## config.mk

```make
export PLATFORM = sky130hd
export DESIGN_NAME = sa_operand_skew_flat
export DESIGN_NICKNAME = d
export VERILOG_FILES = /design/src/design/sa_geom_pkg.sv /design/src/design/sa_operand_if.sv /design/src/design/sa_operand_skew.sv /design/src/flat_wrapper.sv
export SDC_FILE = /design/constraint.sdc
export NUM_CORES = 1
export LEC_CHECK = 0
export ABC_AREA = 1
export BUFFER_PORTS_ARGS = -buffer_cell sky130_fd_sc_hd__buf_2
export CAP_MARGIN = 25
export CELL_PAD_IN_SITES_DETAIL_PLACEMENT = 1
export CELL_PAD_IN_SITES_GLOBAL_PLACEMENT = 1
export CORE_MARGIN = 2
export CORE_UTILIZATION = 30
export DETAILED_ROUTE_END_ITERATION = 12
export PLACE_DENSITY = 0.76
export SKIP_CTS_REPAIR_TIMING = 1
export SYNTH_ARGS = -nofsm -noshare
export SYNTH_HDL_FRONTEND = slang
export SYNTH_SLANG_ARGS = --single-unit
export TNS_END_PERCENT = 50
```

## constraint.sdc

```tcl
create_clock -name clk -period 0.8 [get_ports clk]
set_input_delay 0.08 -clock clk [delete_from_list [all_inputs] [get_ports clk]]
set_output_delay 0.08 -clock clk [all_outputs]
set_load 0.02 [all_outputs]
```

## src/design/sa_geom_pkg.sv

```systemverilog
package sa_geom_pkg;

    // Grid geometry
    localparam int SA_SIZE = 4;    // Rows and columns
    localparam int ACT_W   = 8;    // Activation and weight width
    localparam int PSUM_W  = 32;   // Partial-sum width

    // One signed activation, also used for weights
    typedef logic signed [ACT_W-1:0] act_t;

    // One signed partial sum
    typedef logic signed [PSUM_W-1:0] psum_t;

    // Element c sits at index c, element 0 in the low bits
    typedef act_t [SA_SIZE-1:0] act_vec_t;     // 32 bits
    typedef psum_t [SA_SIZE-1:0] psum_vec_t;   // 128 bits

    // One bit per row or column
    typedef logic [SA_SIZE-1:0] col_mask_t;

endpackage
```

## src/design/sa_operand_if.sv

```systemverilog
`timescale 1ns/1ps

interface sa_operand_if;

    sa_geom_pkg::act_vec_t  act_vec;    // Skewed activations, one per row
    sa_geom_pkg::col_mask_t act_en;     // Per-row valid, skewed with the data
    sa_geom_pkg::act_vec_t  wgt_row;    // One weight per column
    logic                   wgt_load;   // Shift weights up by one row

    // Input side drives everything
    modport feeder (output act_vec, output act_en, output wgt_row, output wgt_load);

    // Grid only listens
    modport array (input act_vec, input act_en, input wgt_row, input wgt_load);

endinterface

```

## src/design/sa_operand_skew.sv

```systemverilog
`timescale 1ns/1ps

module sa_operand_skew (
    input  logic                  clk,
    input  logic                  rst_n,
    input  logic                  act_en_i,
    input  sa_geom_pkg::act_vec_t act_vec_i,
    input  logic                  wgt_load_i,
    input  sa_geom_pkg::act_vec_t wgt_row_i,
    sa_operand_if.feeder          ops
);

    wire sa_geom_pkg::act_vec_t  skew_act;   // Tails of the delay lines
    wire sa_geom_pkg::col_mask_t skew_en;

    // Row r gets r+1 stages, so the grid sees a diagonal wavefront
    for (genvar r = 0; r < sa_geom_pkg::SA_SIZE; r++) begin : g_row
        sa_geom_pkg::act_t dat_q [r+1];   // Data stages, no reset
        logic [r:0]        en_q;          // Valid stages

        always_ff @(posedge clk or negedge rst_n) begin
            if (!rst_n) begin
                en_q <= '0;
            end else begin
                en_q[0] <= act_en_i;
                for (int k = 1; k <= r; k++) en_q[k] <= en_q[k-1];
            end
        end

        always_ff @(posedge clk) begin
            dat_q[0] <= act_vec_i[r];   // Grid ignores data while en is low
            for (int k = 1; k <= r; k++) dat_q[k] <= dat_q[k-1];
        end

        assign skew_act[r] = dat_q[r];
        assign skew_en[r]  = en_q[r];
    end

    assign ops.act_vec  = skew_act;
    assign ops.act_en   = skew_en;
    assign ops.wgt_row  = wgt_row_i;    // Weights need no skew
    assign ops.wgt_load = wgt_load_i;

endmodule

```

## src/flat_wrapper.sv

```systemverilog
// flat-port wrapper written by rule: the top's interface ports become plain ports
module sa_operand_skew_flat 
  (clk, rst_n, act_en_i, act_vec_i, wgt_load_i, wgt_row_i, ops_act_vec, ops_act_en, ops_wgt_row, ops_wgt_load);
  sa_operand_if ops_i ();
  input  logic clk;
  input  logic rst_n;
  input  logic act_en_i;
  input  sa_geom_pkg::act_vec_t act_vec_i;
  input  logic wgt_load_i;
  input  sa_geom_pkg::act_vec_t wgt_row_i;
  output wire logic [$bits(ops_i.act_vec)-1:0] ops_act_vec;
  output wire logic [$bits(ops_i.act_en)-1:0] ops_act_en;
  output wire logic [$bits(ops_i.wgt_row)-1:0] ops_wgt_row;
  output wire logic [$bits(ops_i.wgt_load)-1:0] ops_wgt_load;
  assign ops_act_vec = ops_i.act_vec;
  assign ops_act_en = ops_i.act_en;
  assign ops_wgt_row = ops_i.wgt_row;
  assign ops_wgt_load = ops_i.wgt_load;
  sa_operand_skew u_core (.clk(clk), .rst_n(rst_n), .act_en_i(act_en_i), .act_vec_i(act_vec_i), .wgt_load_i(wgt_load_i), .wgt_row_i(wgt_row_i), .ops(ops_i));
endmodule
```

# After elaboration in Yosys (flattened, before gate mapping)
# Memory sizes are Yosys's and may differ from the RTL's.
# Index checks and enable logic that the tools add are counted.
# totals
reg_bits	10
mem_bits_rw	80
input_bits	68
out_inout_bits	69
wordCells	8
n_memories	4
# mem_list
name	words	word_bits	rd	rd_clocked_by_memory_dff	wr	line_no	source
u_core.g_row[3].dat_q	4	8	4	0	4	sa_operand_skew.sv:18	sa_geom_pkg::act_t dat_q [r+1];
u_core.g_row[2].dat_q	3	8	3	0	3	sa_operand_skew.sv:18	
u_core.g_row[1].dat_q	2	8	2	0	2	sa_operand_skew.sv:18	
u_core.g_row[0].dat_q	1	8	1	0	1	sa_operand_skew.sv:18	

# Logic depth before layout (Yosys ltp)
# logic_depth
word_depth	0
depth_mapped	1
mapped_depth_nobuf	0

# Least setup slack after synthesis
# Ideal clock, no wire load.
# synth_timing
path_kind	flip-flop to flip-flop
from	reg u_core.g_row[3].en_q[1]
to	reg u_core.g_row[3].en_q[2]
setup_ns	0.158
arrival_time_ns	0.424
required_time_ns	0.642
path_slack_ns	0.218
stages_incl_launch_ff	1
path_buffers	0
synth_period_minus_slack_ns	0.582
path_cell_list	dfrtp_1
# synth_rtl
element	line_no	source
start: declaration	sa_operand_skew.sv:19	logic [r:0] en_q;
start signal: assignment	sa_operand_skew.sv:23	en_q <= '0;
# No word-level cell between the ends.

==> results.json <==
{
  "status": "finished, violations left",
  "violations": "setup timing",
  "cts_buffers": 9,
  "via_per_inst": 3.694,
  "startpoint_type": "flop",
  "leakagePower_nw": 1.311,
  "areaGrowthSynthToFinish_pct": 42.35,
  "drive_gt1_share_pct": 57.35,
  "ys_types": 3,
  "fin_crit_sh_pct": 122.7,
  "finalSetupViolCount": 36,
  "synthArstFlopShare_pct": 4.762,
  "hold_viol": 0,
  "p_seq_share_pct": 55.9,
  "grt_pass1_wl_um": 4050,
  "io_buffers": 70,
  "period_needed_ps": 981.8,
  "dp.cells": 234,
  "critPathBufInv": 1,
  "worst_slack_ps": -181.8,
  "critPathCaptureType": "output pin",
  "htreeDepth": 3,
  "netlist.area_leader.share_pct": 77.11,
  "multi_input_cells": 0,
  "cts_sinks": 84,
  "die_h_um": 87.21,
  "root_buffer": "clkbuf_8",
  "io_pins": 137,
  "antenna_found_initial": 0,
  "regToRegEndpoint": "u_core.g_row[3].en_q[3]$_DFF_PN0_",
  "critPathArrivalTime_ps": 900,
  "syn_inst": 134,
  "fin_skew_ps": 8.807,
  "dieArea_um2": 7605,
  "synthFlopType": "dfxtp_1",
  "multi_input_area_um2": 0,
  "die_x_um": 87.21,
  "cts_tree": "built",
  "clkPwrFrac_pct": 37.3,
  "rows": 30,
  "r2r_slack_ps": 270,
  "hp-class": "in2async",
  "switching_share_pct": 22.40,
  "power_mw": 8.038,
  "first_global_vias": 885,
  "synth-seq-cells": 84,
  "grt_setup_unrepaired": "yes",
  "start_util_pct": 30.74,
  "synthTopCellsByCount": "80 x dfxtp_1, 50 x buf_4, 4 x dfrtp_1",
  "yosysTopAreaCell": "dfxtp_1",
  "critPathMaxFanout": 2,
  "slew_viol_final": 0,
  "synthesis.area_um2": 2077,
  "wire_per_inst_um": 12.51,
  "hold_ws_ps": 55.80,
  "design_area_um2": 2957,
  "grt_max_degree": 17,
  "n_fill_cell": 670,
  "crit_family": "flip-flops",
  "path_class": "reg2out",
  "r2r_start": "u_core.g_row[3].en_q[2]$_DFF_PN0_",
  "slew_headroom_pct": 92.70,
  "crit_chain": "buf_6",
  "ir_drop_mv": 1.388,
  "postRouteAntennaNets": 0,
  "powerDensity_nw_per_um2": 2719,
  "power.internal_mw": 6.237,
  "track_usage_pct": 7.726,
  "critPathLaunch": "u_core.g_row[3].en_q[2]$_DFF_PN0_",
  "first_iter_violations": 16,
  "tightest_slew_ps": 109.5,
  "place_congestion": 0.5859,
  "max_stage_delay_ps": 410,
  "via_count": 1049,
  "p_switching_mw": 1.800,
  "synth_edf_count": 0,
  "placed_area_um2": 2152,
  "core_um2": 6756,
  "overflow": 0,
  "max_freq_mhz": 1019,
  "synthTopCellsByArea": "dfxtp_1 77%, buf_4 18%, dfrtp_1 4.8%",
  "nets": 267,
  "seq_area_frac_synth_pct": 81.93,
  "finalNonFillerCells": 284,
  "ff2ff_path_depth": 0,
  "routed_wl_um": 3553,
  "required_ps": 720,
  "diodes": 0,
  "p_comb_share_pct": 6.8,
  "place_hpwl_um": 1960,
  "finalCoreUtilization_pct": 43.76,
  "cts.clk_slew.worst_paths_ps": 90,
  "drc": 0,
  "syn_avg_cell_area_um2": 15.50,
  "yosys_warnings": 0,
  "synth_fp_nets": 202,
  "yosysMostFrequentCell": "dfxtp_1",
  "slowest_stage": "dfrtp_1",
  "clock_latency_ps": 340,
  "clock_path_buffers": 2,
  "dr.pass1.iters": 2,
  "drv_cap": 0
}
==> cells by family (layout without fill, tap and decap cells) <==
group | Yosys count | in the layout | synth area share, %
buffers and inverters | 50 | 120 | 18.07
DFF | 84 | 84 | 81.93
==> placed cells by master (no fill, tap or decap) <==
cell and count:
clkbuf_8 9, bufinv_16 1, dfxtp_1 49, inv_6 3, buf_2 34, dlygate4sd3_1 34
clkinvlp_4 2, buf_6 35, dfrtp_1 4, clkinv_4 1, buf_4 1, dfxtp_2 31
==> metrics by stage <==
step / TNS (ps) / worst slack [ps]
finish: -2781 / -181.8
CTS: -4401 / -207.3
global placement: 0 / 215.2
floorplan: 0 / 217.7
global route: -4100 / -220.7
detailed placement: 0 / 191.3
==> cell type report <==
class	count	area [um^2]	area share, %
repair buffers	104	912.1	30.85
flip-flops and latches	84	1740	58.87
well taps	80	100.1	3.386
clock inverters	7	80.08	2.708
clock buffers	9	123.9	4.190
==> layer usage <==
layer	up-vias	wire length (um)	GRT usage, %
li1	488	-	-
met1	489	1027	6.535
met2	53	2087	12.07
met3	19	317	5.024
met4	0	120	7.273
met5	-	0	0
==> sequential cells by signal, summed over array words and instances, names as in the netlist <==
| register | cells |
|---|---|
| u_core.g_row.dat_q | 80 |
| u_core.g_row.en_q | 4 |
==> power groups by stage <==
stage	clock network, mW	registers (mW)	logic (mW)
floorplan	0	4.61	0.364
global placement	0	4.54	0.300
detailed placement	0	4.55	0.306
CTS	3.10	4.46	0.306
global route	3.32	4.52	0.581
finish	3.00	4.49	0.547
==> worst max path at each step <==
| stage | endpoint | slack, ps | cells after the start |
|---|---|---|---|
| finish | ops_act_en[2] | -180 | 1 |
| global route | ops_act_en[0] | -220 | 1 |
| CTS | ops_act_en[0] | -210 | 1 |
| detailed placement | ops_act_en[0] | 190 | 1 |
| global placement | ops_act_en[1] | 220 | 1 |
| floorplan | u_core.g_row[3].en_q[2]$_DFF_PN0_ | 220 | 0 |
Power figures use the tool's default switching activity.
