===== config.mk =====
export PLATFORM = sky130hd
export DESIGN_NAME = sa_pe_array_flat
export DESIGN_NICKNAME = d
export VERILOG_FILES = /design/src/design/sa_geom_pkg.sv /design/src/design/sa_operand_if.sv /design/src/design/sa_pe_array.sv /design/src/flat_wrapper.sv
export SDC_FILE = /design/constraint.sdc
export NUM_CORES = 2
export LEC_CHECK = 0
export BUFFER_PORTS_ARGS = -buffer_cell sky130_fd_sc_hd__buf_2
export CORE_UTILIZATION = 29
export CTS_CLUSTER_SIZE = 24
export DETAILED_ROUTE_END_ITERATION = 7
export SLEW_MARGIN = 25
export SYNTH_ARGS = -nofsm -noshare
export SYNTH_HDL_FRONTEND = slang
export SYNTH_SLANG_ARGS = --single-unit

===== constraint.sdc =====
create_clock -name clk -period 18.3 [get_ports clk]
set_input_delay 2.745 -clock clk [delete_from_list [all_inputs] [get_ports clk]]
set_output_delay 2.745 -clock clk [all_outputs]
set_load 0.005 [all_outputs]

===== src/design/sa_geom_pkg.sv =====
package sa_geom_pkg;

    // Grid geometry
    localparam int SA_SIZE = 4;    // Rows and columns
    localparam int ACT_W   = 8;    // Activation and weight width
    localparam int PSUM_W  = 32;   // Partial-sum width

    // One signed activation, also used for weights
    typedef logic signed [ACT_W-1:0] act_t;

    // One signed partial sum
    typedef logic signed [PSUM_W-1:0] psum_t;

    // Element c sits at index c, element 0 in the low bits
    typedef act_t [SA_SIZE-1:0] act_vec_t;     // 32 bits
    typedef psum_t [SA_SIZE-1:0] psum_vec_t;   // 128 bits

    // One bit per row or column
    typedef logic [SA_SIZE-1:0] col_mask_t;

endpackage

===== src/design/sa_operand_if.sv =====
`timescale 1ns/1ps

interface sa_operand_if;

    sa_geom_pkg::act_vec_t  act_vec;    // Skewed activations, one per row
    sa_geom_pkg::col_mask_t act_en;     // Per-row valid, skewed with the data
    sa_geom_pkg::act_vec_t  wgt_row;    // One weight per column
    logic                   wgt_load;   // Shift weights up by one row

    // Input side drives everything
    modport feeder (output act_vec, output act_en, output wgt_row, output wgt_load);

    // Grid only listens
    modport array (input act_vec, input act_en, input wgt_row, input wgt_load);

endinterface


===== src/design/sa_pe_array.sv =====
`timescale 1ns/1ps

module sa_pe_array (
    input  logic                    clk,
    input  logic                    rst_n,
    sa_operand_if.array             ops,
    output sa_geom_pkg::col_mask_t  psum_en_o,
    output sa_geom_pkg::psum_vec_t  psum_row_o
);

    localparam int N = sa_geom_pkg::SA_SIZE;

    sa_geom_pkg::act_t  wgt_q  [N][N];   // Stationary weights
    sa_geom_pkg::act_t  act_q  [N][N];   // Activations moving right
    logic               en_q   [N][N];   // Valid moving with them
    sa_geom_pkg::psum_t psum_q [N][N];   // Sums moving down

    // Weight load shifts rows upward, new row enters at the bottom
    always_ff @(posedge clk or negedge rst_n) begin
        if (!rst_n) begin
            for (int r = 0; r < N; r++)
                for (int c = 0; c < N; c++) wgt_q[r][c] <= '0;
        end else if (ops.wgt_load) begin
            for (int r = 0; r < N-1; r++)
                for (int c = 0; c < N; c++) wgt_q[r][c] <= wgt_q[r+1][c];
            for (int c = 0; c < N; c++) wgt_q[N-1][c] <= ops.wgt_row[c];
        end
    end

    for (genvar r = 0; r < N; r++) begin : g_row
        for (genvar c = 0; c < N; c++) begin : g_col
            sa_geom_pkg::act_t  a_in;    // From the west
            logic               en_in;
            sa_geom_pkg::psum_t s_in;    // From the north

            if (c == 0) begin : g_west_edge
                assign a_in  = ops.act_vec[r];
                assign en_in = ops.act_en[r];
            end else begin : g_west_cell
                assign a_in  = act_q[r][c-1];
                assign en_in = en_q[r][c-1];
            end

            if (r == 0) begin : g_north_edge
                assign s_in = '0;    // Column starts from zero
            end else begin : g_north_cell
                assign s_in = psum_q[r-1][c];
            end

            // MAC cell, bubbles carry zero
            always_ff @(posedge clk or negedge rst_n) begin
                if (!rst_n) begin
                    act_q[r][c]  <= '0;
                    en_q[r][c]   <= 1'b0;
                    psum_q[r][c] <= '0;
                end else begin
                    en_q[r][c] <= en_in;
                    if (en_in) act_q[r][c] <= a_in;   // Hold during bubbles
                    if (en_in) begin
                        psum_q[r][c] <= s_in + a_in * wgt_q[r][c];   // Signed MAC
                    end else begin
                        psum_q[r][c] <= '0;
                    end
                end
            end

            if (r == N-1) begin : g_bottom
                assign psum_row_o[c] = psum_q[r][c];   // Finished column sum
                assign psum_en_o[c]  = en_q[r][c];
            end
        end
    end

endmodule


===== src/flat_wrapper.sv =====
// flat-port wrapper written by rule: the top's interface ports become plain ports
module sa_pe_array_flat 
  (clk, rst_n, psum_en_o, psum_row_o, ops_act_vec, ops_act_en, ops_wgt_row, ops_wgt_load);
  sa_operand_if ops_i ();
  input  logic clk;
  input  logic rst_n;
  output sa_geom_pkg::col_mask_t psum_en_o;
  output sa_geom_pkg::psum_vec_t psum_row_o;
  input wire logic [$bits(ops_i.act_vec)-1:0] ops_act_vec;
  input wire logic [$bits(ops_i.act_en)-1:0] ops_act_en;
  input wire logic [$bits(ops_i.wgt_row)-1:0] ops_wgt_row;
  input wire logic [$bits(ops_i.wgt_load)-1:0] ops_wgt_load;
  assign ops_i.act_vec = ops_act_vec;
  assign ops_i.act_en = ops_act_en;
  assign ops_i.wgt_row = ops_wgt_row;
  assign ops_i.wgt_load = ops_wgt_load;
  sa_pe_array u_core (.clk(clk), .rst_n(rst_n), .ops(ops_i), .psum_en_o(psum_en_o), .psum_row_o(psum_row_o));
endmodule

== Word-level counts from Yosys, hierarchy flattened ==
Index checks and enable logic that the tools add are counted.
W data, S select, Z words.
Cells by class
  multiply operators: 16
  $add $sub $neg: 12
  multiplexer cells: 16
Operators with widths (number)
  $mux W32: 16
  $add A32 B32 Y32: 12
  $mul A8 B8 Y16: 16
Storage, ports and cells
  logic and storage cells: 101
  flip-flop bits (word level): 749
  input port bits: 71

== Depth between registers and ports, before layout ==
  word-level depth: 3
  gate-level depth with buffers: 33

== Worst setup path before layout ==
No wires, ideal clock.
  path kind: input-to-reg
  start: in ops_act_vec[23]
  end: reg u_core.psum_q (netlist bit u_core.g_row[3].g_col[0].s_in[31])
  setup slack: 9.050 ns
  stages on the path: 30
  data arrival time: 9.131 ns
  required time: 18.181 ns
  path through: clkbuf_1 and2_1 ha_1 inv_1 fa_1 inv_1 fa_1 inv_1 fa_1 inv_1 ha_1 or3_1 o21ai_0 a21oi_1 a211o_1 a21o_1 a21oi_1 xnor2_1 ha_1 a21oi_1 nor2b_1 o21ai_0 nand2b_1 a21oi_1 o21ai_0 a22o_1 o41a_1 a41oi_1 xnor2_1 and2_1
Between the ends
  cells in the longest elaborated chain, start to end: 3
Ends and longest elaborated chain
  start: declaration: RTL line flat_wrapper.sv:9  | input wire logic [$bits(ops_i.act_vec)-1:0] ops_act_vec;
  $mul A8 B8 Y16: RTL line sa_pe_array.sv:60  | psum_q[r][c] <= s_in + a_in * wgt_q[r][c];
  $add A32 B32 Y32: RTL line sa_pe_array.sv:60
  $mux W32: RTL line sa_pe_array.sv:59  | if (en_in) begin
  end signal: indexed assignment: RTL line sa_pe_array.sv:60
  end: declaration: RTL line sa_pe_array.sv:16  | sa_geom_pkg::psum_t psum_q [N][N];
Every way passes these cells.
A chain may end at the register's enable or synchronous reset.

== Final worst setup path ==
  start: in ops_act_vec[29]
  end: reg u_core.psum_q (netlist bit u_core.psum_row_o[30])
Same word-level chain as after synthesis.

==> flow_metrics.tcl <==
set metrics [dict create \
    grtUsageTotal_pct 13.0 \
    ys_ff_latch 685 \
    yosysUniqueCellTypes 73 \
    dr.pass1.iters 8 \
    cts-root-buf "clkbuf_16" \
    synthCells 7878 \
    yosysTopAreaCell "fa_1" \
    start_util_pct 29.2 \
    crit_top_cell "a21oi_1" \
    ys_top_cells_by_count "inv_1, fa_1, and2_1, ha_1, dfrtp_1" \
    dpl.hpwl_mm 137 \
    drv_cap 0 \
    avgSynthCellArea_sq_um 9.83 \
    pre_cts_slack_ns 8.58 \
    die_w_um 519 \
    hold_viol 0 \
    tightest_slew_ns 0.982 \
    grt_pass1_vias 57400 \
    min_period_over_period_pct 49.6 \
    cts_hold_buf 0 \
    fin_ws_ns 9.22 \
    dr_total_vias 52400 \
    port_buffers 202 \
    hold_path.class "reg2reg" \
    yosysMostFrequentCell "inv_1" \
    maxSlewHeadroom_pct 34.5 \
    clk_pin_slew_ns 0.06 \
    wl_per_cell_um 14.5 \
    routed_wirelength_mm 169 \
    rsz0062_at_grt "no" \
    die_h_um 519 \
    die_area_sq_um 269000 \
    critical-path-top-delay-family "compound AO/OA/AOI/OAI gates" \
    cts_setup_buffers 0 \
    finalSetupTns_ns 0 \
    crit_slowest_cell "o41ai_1" \
    gp_congestion 0.825 \
    async_reset_ff_share_pct 100 \
    core_sq_um 265000 \
    finalClockSkew_ns 0.0329 \
    viasPerCell 4.51 \
    worstHoldStart "u_core.g_row[1].g_col[0].s_in[0]" \
    grt_max_degree 141 \
    synth_top_cell_area_share_pct 25.2 \
    ys_seq_area_share_pct 22.1 \
    synth_edf_count 0 \
    drc 52 \
    clk_path_buf_depth 3 \
    syn_nets 9725 \
    area_growth_pct 10.2 \
    cts_buffers 83 \
    first_iter_violations 2248 \
    fin_nets 9875 \
    synthFlopType "dfrtp_1" \
    arrival_ns 9.68 \
    cp-startpoint "ops_act_vec[29]" \
    worstPathMaxFanout 9 \
    max_stage_delay_ns 0.70 \
    grt_pass1_wl_mm 293 \
    critPathKind "in2reg" \
    r2r_start "u_core.wgt_q[33]" \
    ant_nets 0 \
    clkSinkCount 685 \
    fin_crit_ns 9.08 \
    worstSkewPairLatency_ns 0.70 \
    syn_area_sq_um 77400 \
    start_kind "input port" \
    setup_violations 0 \
    cts_resized 0 \
    cts_tree "built" \
    overflow 0 \
    slew_viol_final 0 \
    violations "design-rule violations" \
    yosys-top-cells-area "fa_1, dfrtp_1, ha_1, inv_1, and2_1" \
    status "finished, violations left" \
    clock.fmax_mhz 110 \
    ios 203 \
    num_rows 189 \
    antenna_found_initial 17 \
    ys_warn_count 0 \
    crit_path_end_kind "register" \
    critPathRequiredTime_ns 18.89 \
    path_buf_inv 5 \
    drive_gt1_share_pct 7.77 \
    cts_max_level 3 \
]
[layout by cell type, fill, tap and decap left out, types with 19 or more instances in the layout]
master | netlist | final
nand2b_1 | 96 | 96
nand3_1 | 49 | 49
nor3_1 | 69 | 69
nand4_1 | 20 | 20
nor2b_1 | 161 | 159
nand2_1 | 392 | 392
and2_1 | 893 | 893
fa_1 | 976 | 975
ha_1 | 800 | 800
dfrtp_1 | 685 | 685
o21a_1 | 91 | 91
o21ai_0 | 183 | 183
xor2_1 | 115 | 115
o21bai_1 | 67 | 67
inv_1 | 1505 | 1504
clkbuf_16 | 0 | 83
a21boi_0 | 21 | 21
buf_4 | 3 | 22
o41ai_1 | 19 | 19
mux2_2 | 230 | 230
a21oi_1 | 309 | 309
or3_1 | 27 | 27
a21o_1 | 151 | 151
nor3b_1 | 23 | 23
a31oi_1 | 32 | 32
xnor2_1 | 360 | 359
nor2_1 | 215 | 215
o211ai_1 | 19 | 19
buf_2 | 0 | 200
and3_1 | 40 | 40
[per-stage QoR]
step           util [%]  cells  cell area (sq um)  hold WS, ns
2_1_floorplan         -   7878              77400        0.352
4_1_cts            32.1  11600              85200        0.613
5_1_grt            32.1  11600              85300        0.651
6_report           32.1  11600              85300        0.603
3_5_place_dp       31.1  11500              82500        0.585
3_3_place_gp       31.1  11500              82400        0.589
[registers in the layout, indices dropped and copies added, names as in the netlist]
name and count:
u_core.g_row.g_col.s_in 320, u_core.psum_row_o 128, u_core.wgt_q 128, u_core.g_row.g_col.a_in 96, u_core.g_row.g_col.en_in 12, u_core.psum_en_o 1
[worst reg2reg max path: cells and delay by family, from the launching register on]
| family | cells | cell delay (ns) |
|---|---|---|
| AND/OR/NAND/NOR | 6 | 0.92 |
| flip-flops | 1 | 0.51 |
| XOR/XNOR | 2 | 0.32 |
| buffers and inverters | 4 | 0.23 |
| AO/OA/AOI/OAI | 13 | 2.65 |
| adder cells (fa/ha/maj) | 6 | 2.70 |
[per-layer routing]
metal  GRT usage, %  part of all wire [%]
met1           17.4                    47
met2           22.4                    48
met3           1.67                   3.5
met4           2.96                   1.9
met5              0                 0.085
[final timing paths]
path,end,slack [ns],cells after the start
max,u_core.psum_row_o[30],9.22,31
min,u_core.g_row[2].g_col[0].s_in[0],0.60,2
max reg2reg,u_core.g_row[3].g_col[3].s_in[29],10.87,31
min reg2reg,u_core.g_row[2].g_col[0].s_in[0],0.60,2
max in group asynchronous,u_core.g_row[3].g_col[0].s_in[9],13.43,4
min in group asynchronous,u_core.psum_en_o[3],2.02,1
[cell families after synthesis]
family	share of synthesized area [%]
flops	22.1
xor+xnor	5.37
buf+inv	8.10
compound gates	8.36
mux	3.36
simple gates	14.5
fa+ha+maj	38.2
[area by class of cell]
cell class                 instances  area, sq um
multi-input combinational       5525        54000
inverter                        1506         5650
fill                           27200       180000
antenna                            4         10.0
sequential                       685        17100
clock buffer                     105         2240
timing repair buffer             227         1250
clock inverter                    45          537
tap                             3533         4420
Power is not shown: default switching activity piles up to over one toggle a cycle in this logic, so the estimate is an artifact.
